`src/rtl/dma_pkg.sv`:
```
package dma_pkg;

   localparam int WORD_BITS   = 64;
   localparam int BLOCK_WORDS = 64;  // 512-byte block
   localparam int TAG_COUNT   = 8;
   localparam int PT_ENTRIES  = 32;
   localparam int MAX_AHEAD   = 6;
   localparam int FIFO_DEPTH  = 16;

   // pio register map
   localparam logic [12:0] PIO_PT_BASE   = 13'h040;  // 32 page table entries
   localparam logic [12:0] PIO_STOP_ADDR = 13'h006;
   localparam logic [12:0] PIO_INT_ADDR  = 13'h007;

   typedef logic [WORD_BITS-1:0] word_t;
   typedef logic [7:0]           tag_t;
   typedef logic [5:0]           word_index_t;
   typedef logic [16:0]          block_count_t;  // in 512-byte units
   typedef logic [12:0]          pio_addr_t;
   typedef logic [63:0]          host_addr_t;

   typedef struct packed {
      logic      valid;
      pio_addr_t addr;
      word_t     data;
   } pio_write_t;

   typedef struct packed {
      host_addr_t addr;
      tag_t       tag;
   } read_req_t;

   typedef struct packed {
      logic        valid;
      tag_t        tag;
      word_index_t index;
      word_t       data;
   } completion_t;

endpackage

```
`src/rtl/stream_fifo.sv`:
```
`timescale 1ns/1ps

module stream_fifo import dma_pkg::*;
(
   input  logic  i_clock,
   input  logic  i_reset,
   input  logic  i_push,
   input  word_t i_push_data,
   input  logic  i_read,
   output logic  o_ready,
   output word_t o_data,
   output logic  o_valid
);

   word_t                         mem [FIFO_DEPTH];
   logic [$clog2(FIFO_DEPTH)-1:0] wr_ptr;
   logic [$clog2(FIFO_DEPTH)-1:0] rd_ptr;
   logic [$clog2(FIFO_DEPTH):0]   count;
   logic                          pop;

   assign pop     = i_read && o_valid;  // reads while empty are dropped
   assign o_valid = (count != '0);
   assign o_data  = mem[rd_ptr];         // head word falls through

   // room for two pushes in flight plus the one being decided
   assign o_ready = (count <= FIFO_DEPTH - 3);

   always_ff @(posedge i_clock)
   begin
      if (i_push)
         mem[wr_ptr] <= i_push_data;
   end

   always_ff @(posedge i_clock)
   begin
      if (i_reset)
      begin
         wr_ptr <= '0;
         rd_ptr <= '0;
         count  <= '0;
      end
      else
      begin
         if (i_push)
            wr_ptr <= wr_ptr + 1'b1;
         if (pop)
            rd_ptr <= rd_ptr + 1'b1;
         case ({i_push, pop})
            2'b10:   count <= count + 1'b1;
            2'b01:   count <= count - 1'b1;
            default: count <= count;
         endcase
      end
   end

   no_overflow: assert property (@(posedge i_clock) disable iff (i_reset)
      i_push |-> (count != FIFO_DEPTH));

endmodule

```
`config.mk`:
```
export PLATFORM = sky130hd
export DESIGN_NAME = stream_fifo
export DESIGN_NICKNAME = d
export VERILOG_FILES = /design/src/rtl/dma_pkg.sv /design/src/rtl/stream_fifo.sv
export SDC_FILE = /design/constraint.sdc
export NUM_CORES = 1
export LEC_CHECK = 0
export ABC_AREA = 0
export BUFFER_PORTS_ARGS = -buffer_cell sky130_fd_sc_hd__buf_4
export CAP_MARGIN = 5
export CORE_MARGIN = 8
export CORE_UTILIZATION = 65
export DETAILED_ROUTE_END_ITERATION = 16
export GPL_TIMING_DRIVEN = 0
export PLACE_DENSITY = 0.83
export SETUP_SLACK_MARGIN = 0.15
export SYNTH_ARGS = -nofsm -noshare
export SYNTH_HDL_FRONTEND = slang
export SYNTH_SLANG_ARGS = --single-unit
```
`constraint.sdc`:
```
create_clock -name i_clock -period 5.6 [get_ports i_clock]
set_input_delay 0 -clock i_clock [delete_from_list [all_inputs] [get_ports i_clock]]
set_output_delay 0 -clock i_clock [all_outputs]
set_load 0.01 [all_outputs]
```
Yosys cells after proc, flatten, opt, wreduce, memory -nomap -nowiden
Memory sizes are Yosys's and may differ from the RTL's. A register that Yosys moved wholly into a read port is not among the register bits.
Cells that the tools add are included.

operators by class
  muxes and demuxes = 5
  order comparisons = 1
  add/subtract/negate cells = 4
  reduce and logical (&&, ||, !) cells = 3
  equal/unequal tests = 2

operator list
  operator                                                                          number
  5-bit one-hot mux with 2 select lines                                             1
  4-bit by 1-bit adder with 4-bit output, second input constant                     2
  4-bit two-way mux                                                                 2
  5-bit by 1-bit adder with 5-bit output, second input constant                     1
  5-bit by 4-bit less-or-equal comparator with 1-bit output, second input constant  1
  5-bit nonzero test                                                                1
  5-bit by 1-bit subtractor with 5-bit output, second input constant                1
  2-bit by 1-bit == test with 1-bit output, second input constant                   1
  2-bit == test, second input constant                                              1
  1-bit two-way mux                                                                 2
  2-bit nonzero test                                                                1
  1-bit logical AND                                                                 1

storage, ports and cells
  logic and storage cells = 19
  bits in writable memories = 1024
  memories kept = 1
  register bits = 13

memory list
  memory  words  bits a word  rd ports  clocked after Yosys merged registers in  write ports  line               text
  mem     16     64           1         1                                        1            stream_fifo.sv:15  word_t mem [FIFO_DEPTH];

Longest topological paths before layout
  depth after elaboration = 4
  gate-level depth with buffers = 12
  mapped depth without buffers = 10

Worst setup path after synthesis
OpenSTA, ideal clock, no wires.

  kind = reg-to-reg
  from = register count[1]
  to = register count[4]
  data required time = 5536 ps
  cell stages (with the launch flop) = 13
  period minus slack after synthesis = 2778 ps
  buffers on the path = 2
  arrival = 2714 ps
  setup slack = 2822 ps
  path through = dfxtp_1 > buf_2 > or4_4 > o21ai_2 > inv_1 > ha_1 > clkbuf_1 > xor2_1 > ha_1 > o21ai_0 > or3_1 > a2111o_1 > nand4_1

between the ends
  word-level cells in the longest chain between the ends = 4

RTL lines
  item                                                                                                 line               text
  start: declaration                                                                                   stream_fifo.sv:18  logic [$clog2(FIFO_DEPTH):0] count;
  start signal: assignment                                                                             stream_fifo.sv:49  2'b10: count <= count + 1'b1;
  start signal: assignment                                                                             stream_fifo.sv:50  2'b01: count <= count - 1'b1;
  start signal: assignment                                                                             stream_fifo.sv:51  default: count <= count;
  parallel branches: the longest is 4 deep, another holds 5-bit by 1-bit subtractor with 5-bit output  -

Several ways; the timed one is not identified.
A chain may end at the register's enable or synchronous reset.

==> metrics.md <==
| Metric | Value |
|---|---|
| Post-route antenna net violation count | 0 |
| Clk_lat worst skew | 650 ps |
| Gr usage total | 29.70% |
| Initial antenna violation count | 5 |
| Final Max Slew Viols | 0 |
| Multiplexer area fraction after synthesis | 14.78% |
| Global-route wire length before repair | 144.9 mm |
| Yosys warning count | 0 |
| DR WL/cell | 35.22 um |
| Maxcap violations | 0 |
| Final period util | 58.66% |
| Final setup violation count | 0 |
| Post-synthesis simple-gate area fraction | 1.496% |
| Io pins | 134 |
| Synth cell types | 41 |
| Port bufs | 131 |
| Largest cells by area after synthesis | edfxtp_1, mux4_2, a22oi_1 |
| Power Dens Cells | 398.3 nW/um^2 |
| Xor and xnor area share after synthesis | 0.2010% |
| Layout Skew | 30.23 ps |
| Die span in y | 261.6 um |
| Worst IR Drop VDD | 0.0002830 V |
| Worst slew pin tran | 1036 ps |
| Status | finished, final reports clean |
| DRC viols | 0 |
| Setup Fix Bufs, Post-CTS | 0 |
| # rows | 90 |
| Post-synth EDFFs | 1,024 |
| Post-synth top area cell | edfxtp_1 |
| Clock Pin Slew Worst Setup and Hold Paths | 70 ps |
| Area grow syn2layout | 15.81% |
| M1 wire length | 34.01 mm |
| FMAX | 0.3044 GHz |
| Largest family of logic cells by synthesized area | multiplexers |
| CTS tree | built |
| Synth Register Bits | 1,041 |
| Adder-Cell Fraction of Synth Area | 0.2871% |
| Num Clock Sinks | 1,041 |
| Hold Path Class | input pin to register |
| Post-DP HPWL | 49.26 mm |
| Uppermost layer routed | met5 |
| Largest net degree at the start of global routing | 50 |
| Setup crit end kind | output pin |
| Synth top area share | 78.41% |
| Share of cells above drive strength 1 | 28.13% |
| Vias/cell | 7.165 |
| Detailed Routing Iterations Pass 1 | 6 |
| Core area | 60,020 sq um |
| Seq/Total Area, Yosys | 79.28% |
| Vias in the first global route | 21,580 |
| Critical path type | register to output pin |
| Final GP Congestion | 0.7243 |
| Post-synthesis compound-gate area fraction | 2.683% |
| Worst path arrival time | 3280 ps |
| Syn Inst Count | 1,680 |
| DIE WIDTH | 261.6 um |
| Worst Path Required | 5600 ps |
| Met2 wire length | 51.05 mm |
| Clk root buf | clkbuf_16 |
| Starting Density | 65.34% |
| Met3 routed WL | 11.63 mm |
| Asr flop ratio synth | 0% |
| WL final | 100.5 mm |
| Syn_nets | 1,757 |
| Post-route minimum period | 3285 ps |
| P_leak | 14.48 nW |
| Detailed Route Iter0 Violations | 3,261 |
| Prevailing post-synth register cell | edfxtp_1 |
| DR vias | 20,450 |
| Grt ovf | 0 |
| NumNets Final | 2,069 |
| Max Buffers Root-to-Sink | 3 |
| Post-Route Utilization | 75.67% |
| Setup tns final | 0 ps |
| Max-slew headroom | 30.86% |
| Worst-path fanout max | 10 |
| RSZ-0062 raised after global routing | no |
| Startpoint Class | register |
| Clock buffer count from CTS | 95 |
| H-tree Lvls | 3 |
| Mapped cell area | 39,220 sq um |
| Die ar. | 68,450 sq um |
| Avg Inst Size Synth | 23.34 sq um |
| Final Hold Viols | 0 |
==> kinds of logic (layout without fill, tap and decap cells) <==
kind of cell	count (synthesis)	in the layout
fa+ha+maj	9	9
simple gates	125	125
mux	259	259
buf+inv	96	485
xor+xnor	9	9
compound gates	141	141
flops	1041	1041
other cells	0	3
==> metrics by stage <==
stage	std cells	hold slack (ps)	instance area [sq um]	setup WS (ps)	power (mW)
floorplan	1680	98.87	39220	2822	10.64
global placement	2593	280.7	41180	1214	11.48
detailed placement	2609	292.8	41660	2482	11.59
CTS	2851	172.8	45410	2353	18.10
global route	2853	208.9	45410	2284	18.52
finish	2854	210.3	45410	2315	18.09
==> placed cells by master (no fill, tap or decap), drive strengths merged, types with 7 or more instances in the layout <==
cell type / n
edfxtp: 1024
mux4: 256
buf: 189
clkbuf: 167
a22oi: 128
nand2: 69
dlygate4sd3: 68
clkinv: 42
dfxtp: 17
and2: 17
nor2: 15
bufinv: 11
ha: 9
inv: 8
xor2: 7
==> synthesized netlist by cell type (4+ instances only) <==
cell type	number
buf_4	5
buf_1	6
ha_1	9
nand2_1	69
buf_2	18
dfxtp_1	17
inv_1	5
mux4_2	256
nor2_1	15
nand4_1	4
a22oi_1	128
clkbuf_1	48
xor2_1	7
buf_6	13
and2_1	17
edfxtp_1	1024
==> path summary, 6_finish.rpt <==
path / start / endpoint / slack (ps) / cells past startpoint
setup reg to reg: count[1]$_SDFFE_PP0P_ / count[4]$_SDFFE_PP0P_ / 2410 / 12
hold reg to reg: rd_ptr[3]$_SDFFE_PP0N_ / rd_ptr[3]$_SDFFE_PP0N_ / 540 / 2
hold / removal: i_push_data[40] / mem[1][40]$_DFFE_PP_ / 210 / 2
setup / recovery: register / o_data[8] / 2320 / 6
==> area by class of cell <==
| type | instances | area [sq um] |
|---|---|---|
| diodes | 3 | 7.507 |
| repair buffers | 215 | 2105 |
| inverters | 5 | 18.77 |
| well taps | 782 | 978.4 |
| clock inverters | 56 | 538.0 |
| plain buffers | 91 | 481.7 |
| multi-input cells | 543 | 7669 |
| flip-flops and latches | 1041 | 31090 |
| fillers | 2817 | 14610 |
| clock buffers | 118 | 2527 |
==> metal layers <==
metal | global-route usage (%) | up-vias
li1 | - | 7813
met1 | 39.14 | 10530
met2 | 49.83 | 1815
met3 | 5.539 | 287
met4 | 11.24 | 2
met5 | 0 | -
==> critical path: stages (launching register included) <==
cell	delay, ps
dfxtp_1	420
buf_2	410
clkbuf_1	710
mux4_2	450
a22oi_1	330
nand2_1	140
buf_4	170
==> state kept, by name, summed over array words and instances, names as in the netlist, named ones only <==
signal / flops
count: 5
mem: 1024
rd_ptr: 4
wr_ptr: 4
==> where the power goes <==
part / switching, mW / leakage (nW) / internal (mW)
registers: 0.0570 / 9.39 / 8.67
clock network: 2.81 / 1.49 / 3.70
logic: 1.51 / 3.60 / 1.34
==> timing repair <==
item | in CTS | in global routing
hold buffers | 68 | 0
gates resized for setup | 0 | 0
endpoints found under the hold margin | 1039 | 0
Note: power is estimated with default switching activity, not from simulation.
