`src/rtl/dma_pkg.sv`:
```
package dma_pkg;

   localparam int WORD_BITS   = 64;
   localparam int BLOCK_WORDS = 64;  // 512-byte block
   localparam int TAG_COUNT   = 8;
   localparam int PT_ENTRIES  = 32;
   localparam int MAX_AHEAD   = 6;
   localparam int FIFO_DEPTH  = 16;

   // pio register map
   localparam logic [12:0] PIO_PT_BASE   = 13'h040;  // 32 page table entries
   localparam logic [12:0] PIO_STOP_ADDR = 13'h006;
   localparam logic [12:0] PIO_INT_ADDR  = 13'h007;

   typedef logic [WORD_BITS-1:0] word_t;
   typedef logic [7:0]           tag_t;
   typedef logic [5:0]           word_index_t;
   typedef logic [16:0]          block_count_t;  // in 512-byte units
   typedef logic [12:0]          pio_addr_t;
   typedef logic [63:0]          host_addr_t;

   typedef struct packed {
      logic      valid;
      pio_addr_t addr;
      word_t     data;
   } pio_write_t;

   typedef struct packed {
      host_addr_t addr;
      tag_t       tag;
   } read_req_t;

   typedef struct packed {
      logic        valid;
      tag_t        tag;
      word_index_t index;
      word_t       data;
   } completion_t;

endpackage

```
`src/rtl/read_requester.sv`:
```
`timescale 1ns/1ps

module read_requester import dma_pkg::*;
(
   input  logic         i_clock,
   input  logic         i_reset,
   input  pio_write_t   i_pio,
   input  logic         i_rr_ready,
   input  block_count_t i_read_block,
   output logic         o_rr_valid,
   output read_req_t    o_rr,
   output block_count_t o_stop_mark,
   output block_count_t o_int_mark
);

   logic [42:0]  page_table [PT_ENTRIES];
   logic [42:0]  page_q;            // entry for the current request
   block_count_t p_request;
   block_count_t p_request_next;
   block_count_t ahead;
   logic         accept;
   logic         pt_write;
   logic         stop_write;
   logic         int_write;

   assign pt_write   = i_pio.valid && (i_pio.addr[12:5] == PIO_PT_BASE[12:5]);
   assign stop_write = i_pio.valid && (i_pio.addr == PIO_STOP_ADDR);
   assign int_write  = i_pio.valid && (i_pio.addr == PIO_INT_ADDR);

   // blocks requested but not yet drained by the reorder buffer
   assign ahead = p_request - i_read_block;

   assign o_rr_valid = (p_request != o_stop_mark) && (ahead < block_count_t'(MAX_AHEAD));
   assign accept     = o_rr_valid && i_rr_ready;

   assign p_request_next = p_request + block_count_t'(accept);

   assign o_rr.addr = {page_q, p_request[11:0], 9'd0};
   assign o_rr.tag  = {5'd0, p_request[2:0]};  // r mod 8

   // looking up the next pointer keeps page_q aligned with p_request
   always_ff @(posedge i_clock)
   begin
      if (pt_write)
         page_table[i_pio.addr[4:0]] <= i_pio.data[63:21];
      page_q <= page_table[p_request_next[16:12]];
   end

   always_ff @(posedge i_clock)
   begin
      if (i_reset)
      begin
         p_request   <= '0;
         o_stop_mark <= '0;
         o_int_mark  <= '0;
      end
      else
      begin
         p_request <= p_request_next;
         if (stop_write)
            o_stop_mark <= i_pio.data[25:9];
         if (int_write)
            o_int_mark <= i_pio.data[25:9];
      end
   end

   // a stalled request must be held until the host takes it
   held_request: assert property (@(posedge i_clock) disable iff (i_reset)
      o_rr_valid && !i_rr_ready |=> o_rr_valid && $stable(o_rr));

endmodule

```
`config.mk`:
```
export PLATFORM = sky130hd
export DESIGN_NAME = read_requester
export DESIGN_NICKNAME = d
export VERILOG_FILES = /design/src/rtl/dma_pkg.sv /design/src/rtl/read_requester.sv
export SDC_FILE = /design/constraint.sdc
export NUM_CORES = 2
export LEC_CHECK = 0
export BUFFER_PORTS_ARGS = -buffer_cell sky130_fd_sc_hd__buf_2
export CAP_MARGIN = 10
export CORE_MARGIN = 8
export CORE_UTILIZATION = 66
export CTS_CLUSTER_SIZE = 16
export DETAILED_ROUTE_END_ITERATION = 10
export PLACE_DENSITY = 0.91
export REMOVE_ABC_BUFFERS = 1
export SYNTH_ARGS = -nofsm -noshare
export SYNTH_HDL_FRONTEND = slang
export SYNTH_SLANG_ARGS = --single-unit
```
`constraint.sdc`:
```
create_clock -name i_clock -period 7.6 [get_ports i_clock]
set_input_delay 1.14 -clock i_clock [delete_from_list [all_inputs] [get_ports i_clock]]
set_output_delay 1.14 -clock i_clock [all_outputs]
set_load 0.01 [all_outputs]
```
### Yosys cells after proc, flatten, opt, wreduce, memory -nomap -nowiden

Memory sizes are Yosys's and may differ from the RTL's. A register that Yosys moved wholly into a read port is not among the register bits.
Index checks and enable logic that the tools add are counted.

* add/subtract/negate cells: 2
* magnitude comparators: 1
* eq/ne operators: 4
* mux-type cells: 2
* reductions and logical operators: 5

Operator list (number)
* equality test 13 x 3 -> 1 bit, second input constant: 2
* adder 17 x 1 -> 17 bit: 1
* < comparator 17 x 3 -> 1 bit, second input constant: 1
* != test 17 bit: 1
* subtractor 17 bit: 1
* equality test 8 x 2 -> 1 bit, second input constant: 1
* logical AND 1 bit: 5
* two-way mux 1 bit: 2

* bits in registers: 51
* RAM bits: 1376
* bits of input ports: 98
* output and inout bits: 107
* logic and storage cells: 18
* memories: 1

Memories
* page_table: depth 32, width 43, rd ports 1, clocked after memory_dff 1, wr ports 1, RTL line read_requester.sv:16 `logic [42:0] page_table [PT_ENTRIES];`

### Longest topological paths before layout

* word-level depth: 5
* depth in mapped cells: 21

### Worst setup path before layout

No wires, ideal clock.

* kind: input to register
* from: input i_read_block[9]
* to: register page_q[10], read port of page_table
* setup time: 0.121 ns
* arrival: 5.420 ns
* data required time: 7.479 ns
* slack: 2.059 ns
* stages on the path: 20
* path through: inv_1 > ha_1 > clkbuf_1 > nand4_1 > or4_1 > o21ai_0 > xnor2_1 > o2111ai_1 > nor4_1 > ha_1 > ha_1 > nand2_1 > nor4_1 > xnor2_2 > clkbuf_1 > buf_1 > mux2i_1 > mux2i_1 > o22ai_1 > nor4_1

* cells in the longest elaborated chain, start to end: 5

RTL lines
* start: declaration: RTL line read_requester.sv:9 `input block_count_t i_read_block,`
* subtractor 17 bit: RTL line read_requester.sv:31 `assign ahead = p_request - i_read_block;`
* < comparator 17 x 3 -> 1 bit: RTL line read_requester.sv:33 `assign o_rr_valid = (p_request != o_stop_mark) && (ahead < block_count_t'(MAX_AHEAD));`
* logical AND 1 bit: RTL line read_requester.sv:33
* logical AND 1 bit: RTL line read_requester.sv:34 `assign accept = o_rr_valid && i_rr_ready;`
* adder 17 x 1 -> 17 bit: RTL line read_requester.sv:36 `assign p_request_next = p_request + block_count_t'(accept);`
* end: declaration: RTL line read_requester.sv:17 `logic [42:0] page_q;`

Every way passes these cells.
A chain may end at the register's enable or synchronous reset.

### Final worst setup path

* from: register p_request[3]
* to: register page_q[18], read port of page_table

* cells in the longest elaborated chain, start to end: 5
* elaborated cells on any way between the ends: 6

RTL lines
* start: declaration: RTL line read_requester.sv:18 `block_count_t p_request;`
* start signal: assignment: RTL line read_requester.sv:59 `p_request <= p_request_next;`
* subtractor 17 bit: RTL line read_requester.sv:31
* < comparator 17 x 3 -> 1 bit: RTL line read_requester.sv:33
* logical AND 1 bit: RTL line read_requester.sv:33
* logical AND 1 bit: RTL line read_requester.sv:34
* adder 17 x 1 -> 17 bit (*): RTL line read_requester.sv:36

Mark *: on every way between the ends. The rest lies on a longest branch, timed or not.

==> impl_metrics.csv <==
group,metric,value,unit
synthesis,synth.top_cell.area_share,71.01,%
floorplan,die_h,312.9,um
synthesis,synth_most_common_cell,"edfxtp_1",
synthesis,netlist_area,58190,um^2
timing,finalHoldViolations,0,
power_and_ir_drop,powerDensity,242.0,nW/um^2
synthesis,synthDistinctLibCells,52,
timing,max_freq,0.1535,GHz
floorplan,die_w,312.9,um
placed_design,gp_congestion,0.8604,
timing,fin_crit_sh,85.73,%
final_layout,layout.nets,3646,
power_and_ir_drop,total_power,15.87,mW
floorplan,num_rows,109,
critical_path,worst-path-max-fanout,60,
status,status,"finished clean",
drt,wl,150.6,mm
synthesis,synth_edf_count,1376,
timing,rsz0062_at_grt,"no",
synthesis,synth_seq_cells,1470,
synthesis,synth_warnings,0,
timing,tightest_slew,1.146,ns
timing,skew,0.03755,ns
final_layout,drive_gt1_share,14.57,%
synthesis,synth_commonest_cells,"edfxtp_1 (1,376), mux2i_1 (1,053), o22ai_1 (169)",
grt,grt_pass1_wl,217.0,mm
grt,overflow,0,
synthesis,synth_simple_gate_area_share,2.041,%
synthesis,synthXorXnorAreaFrac,0.6601,%
grt,grt_util_all_layers,29.95,%
drt,wl_met1,50.73,mm
timing,whs,0.4905,ns
floorplan,fp.coreArea,87830,um^2
clock_network,cts_tree,"yes",
clock_network,cts_buffers,141,
synthesis,syn_avg_cell_area,17.68,um^2
drt,drc,0,
floorplan,die_area,97920,um^2
drt,route.met3.wl,17.84,mm
placed_design,port_buffers,181,
grt,first_global_vias,33757,
synthesis,synth-adder-area-share,0.4000,%
synthesis,syn-instance-count,3292,
critical_path,worstSetupStartpointType,"flip-flop",
synthesis,synth_top_area_cell,"edfxtp_1",
synthesis,yosysSeqAreaShare,74.25,%
drt,drt_iter0_drc,4725,
timing,finalSetupViolCount,0,
synthesis,ys.flop_type,"edfxtp_1",
floorplan,num_io_pins,205,
drt,vias_per_cell,6.842,
clock_network,clkTransAtPathRegs,0.06,ns
hold_path,hold_path_class,"flip-flop to flip-flop",
power_and_ir_drop,ir_drop,264.0,uV
grt,grt_max_degree,87,
final_layout,syn2layout_area_growth,12.68,%
clock_network,cts_resized,0,
timing,report.final.slew_viol_count,0,
timing,slew_headroom,23.41,%
clock_network,clockBufferDepth,3,
drt,ant_nets,0,
final_layout,fin_util,74.65,%
drt,wl_met2,72.78,mm
grt,antenna_found_initial,10,
synthesis,async_flop_share,0,%
timing,min_period,6.516,ns
drt,drt-wirelength-per-cell,31.26,um
drt,vias,32956,
synthesis,synth_top_family_by_area,"multiplexers",
drt,top_layer,"met5",
critical_path,cp.arrival,7.09,ns
synthesis,synthMuxAreaShare,18.27,%
clock_network,ctsRootBufferMaster,"clkbuf_16",
run,maxCapViolCount,0,
drt,dr.pass1.iters,5,
synthesis,synthTopCellsByArea,"edfxtp_1 (71%), mux2i_1 (18%), dfxtp_1 (3.2%), o22ai_1 (1.8%), nor2_1 (0.62%)",
synthesis,synth-compound-area-share,2.542,%
final_layout,fin_cells,4817,
critical_path,critPathKind,"flip-flop to flip-flop",
power_and_ir_drop,p_leak,25.76,nW
clock_network,htreeDepth,4,
clock_network,holdBufCountCts,0,
placed_design,placed_cells,4552,
clock_network,cts_setup_buffers,0,
clock_network,cts.sinks,1470,
critical_path,required,8.18,ns
placed_design,hpwl,72.16,mm
floorplan,start_util,66.25,%
clock_network,insertion_delay,0.77,ns
critical_path,endpoint_kind,"flip-flop",
==> stage by stage <==
stage	TNS, ns	setup slack, ns	area, um^2
final	0	1.084	65570
after global routing	0	0.7732	65560
after CTS	0	1.166	65550
after detailed placement	0	0.5995	61070
after global placement	0	0.7739	61070
after floorplan	-1080.10	-24.70	57260
==> critical path, cell delays in order (launching register included) <==
cell and delay [ns]:
dfxtp_1 0.53, ha_1 0.33, o21ai_0 0.36, nor2_1 0.10, a21oi_1 0.16, mux2_2 0.34
nor4_1 0.28, o2111ai_1 0.20, nor4_1 0.40, ha_1 0.24, ha_1 0.21, nand2_1 0.13
nor4_1 0.67, xnor2_4 0.43, buf_12 0.31, buf_12 0.40, mux2i_1 0.19, mux2i_1 0.24
o22ai_1 0.18, nor4_1 0.56
==> layer usage <==
metal	vias to the layer above	track usage (%)
met3	633	7.547
met4	4	16.71
met1	16117	36.41
met2	2769	49.23
met5	-	0
li1	13433	-
==> layout by cell type (no fill, tap or decap), types with 9 or more instances in the layout <==
master,synthesis,routed
xnor2_1,26,25
xor2_1,16,14
ha_1,17,17
a21oi_1,20,20
nor2_4,0,32
buf_4,40,73
edfxtp_1,1376,1376
buf_12,0,28
clkinv_2,0,17
nand2_1,24,24
nand3_1,17,13
buf_2,59,181
dfxtp_1,94,94
clkbuf_16,0,143
inv_1,25,25
nor4_1,50,50
conb_1,1,14
clkbuf_1,87,38
mux2i_1,1053,1053
o21ai_0,15,15
nor3_1,9,9
nor2_1,96,64
clkinv_1,0,22
o22ai_1,169,169
nand4_1,9,9
inv_6,0,10
==> registers in the layout (all words and copies together), names as in the netlist <==
signal / count
o_int_mark: 17
page_table: 1376
p_request: 17
page_q: 43
o_stop_mark: 17
==> logic make-up (layout without fill, tap and decap cells) <==
logic type / after synthesis / count (layout)
simple gates: 240 / 240
other cells: 1 / 22
fa+ha+maj: 18 / 18
compound gates: 236 / 236
flops: 1470 / 1470
xor+xnor: 43 / 43
buf+inv: 225 / 564
mux: 1059 / 1059
==> layout make-up <==
cell class / instances / area, um^2
Fill cell: 4508 / 22260
Timing Repair Buffer: 282 / 2014
Sequential cell: 1470 / 43200
Multi-Input combinational cell: 1610 / 14300
Antenna cell: 8 / 20.02
Inverter: 25 / 93.84
Clock buffer: 188 / 3817
Clock inverter: 69 / 660.6
Tap cell: 1165 / 1458
==> power by group <==
part           total [mW]  internal (mW)  switching, mW
Combinational       0.165         0.0283          0.137
Clock                6.87           3.84           3.03
Sequential           8.84           8.84       0.000266
==> worst paths after layout <==
path                               from                          to  slack, ns  depth (start not counted)
min reg2reg  o_int_mark[1]$_SDFFE_PP0P_  o_int_mark[1]$_SDFFE_PP0P_       0.49                          2
max reg2reg     p_request[3]$_SDFF_PP0_          page_q[18]$_DFF_P_       1.08                         19
max             p_request[3]$_SDFF_PP0_          page_q[18]$_DFF_P_       1.08                         19
min          o_int_mark[1]$_SDFFE_PP0P_  o_int_mark[1]$_SDFFE_PP0P_       0.49                          2
(Power assumes the default switching activity.)
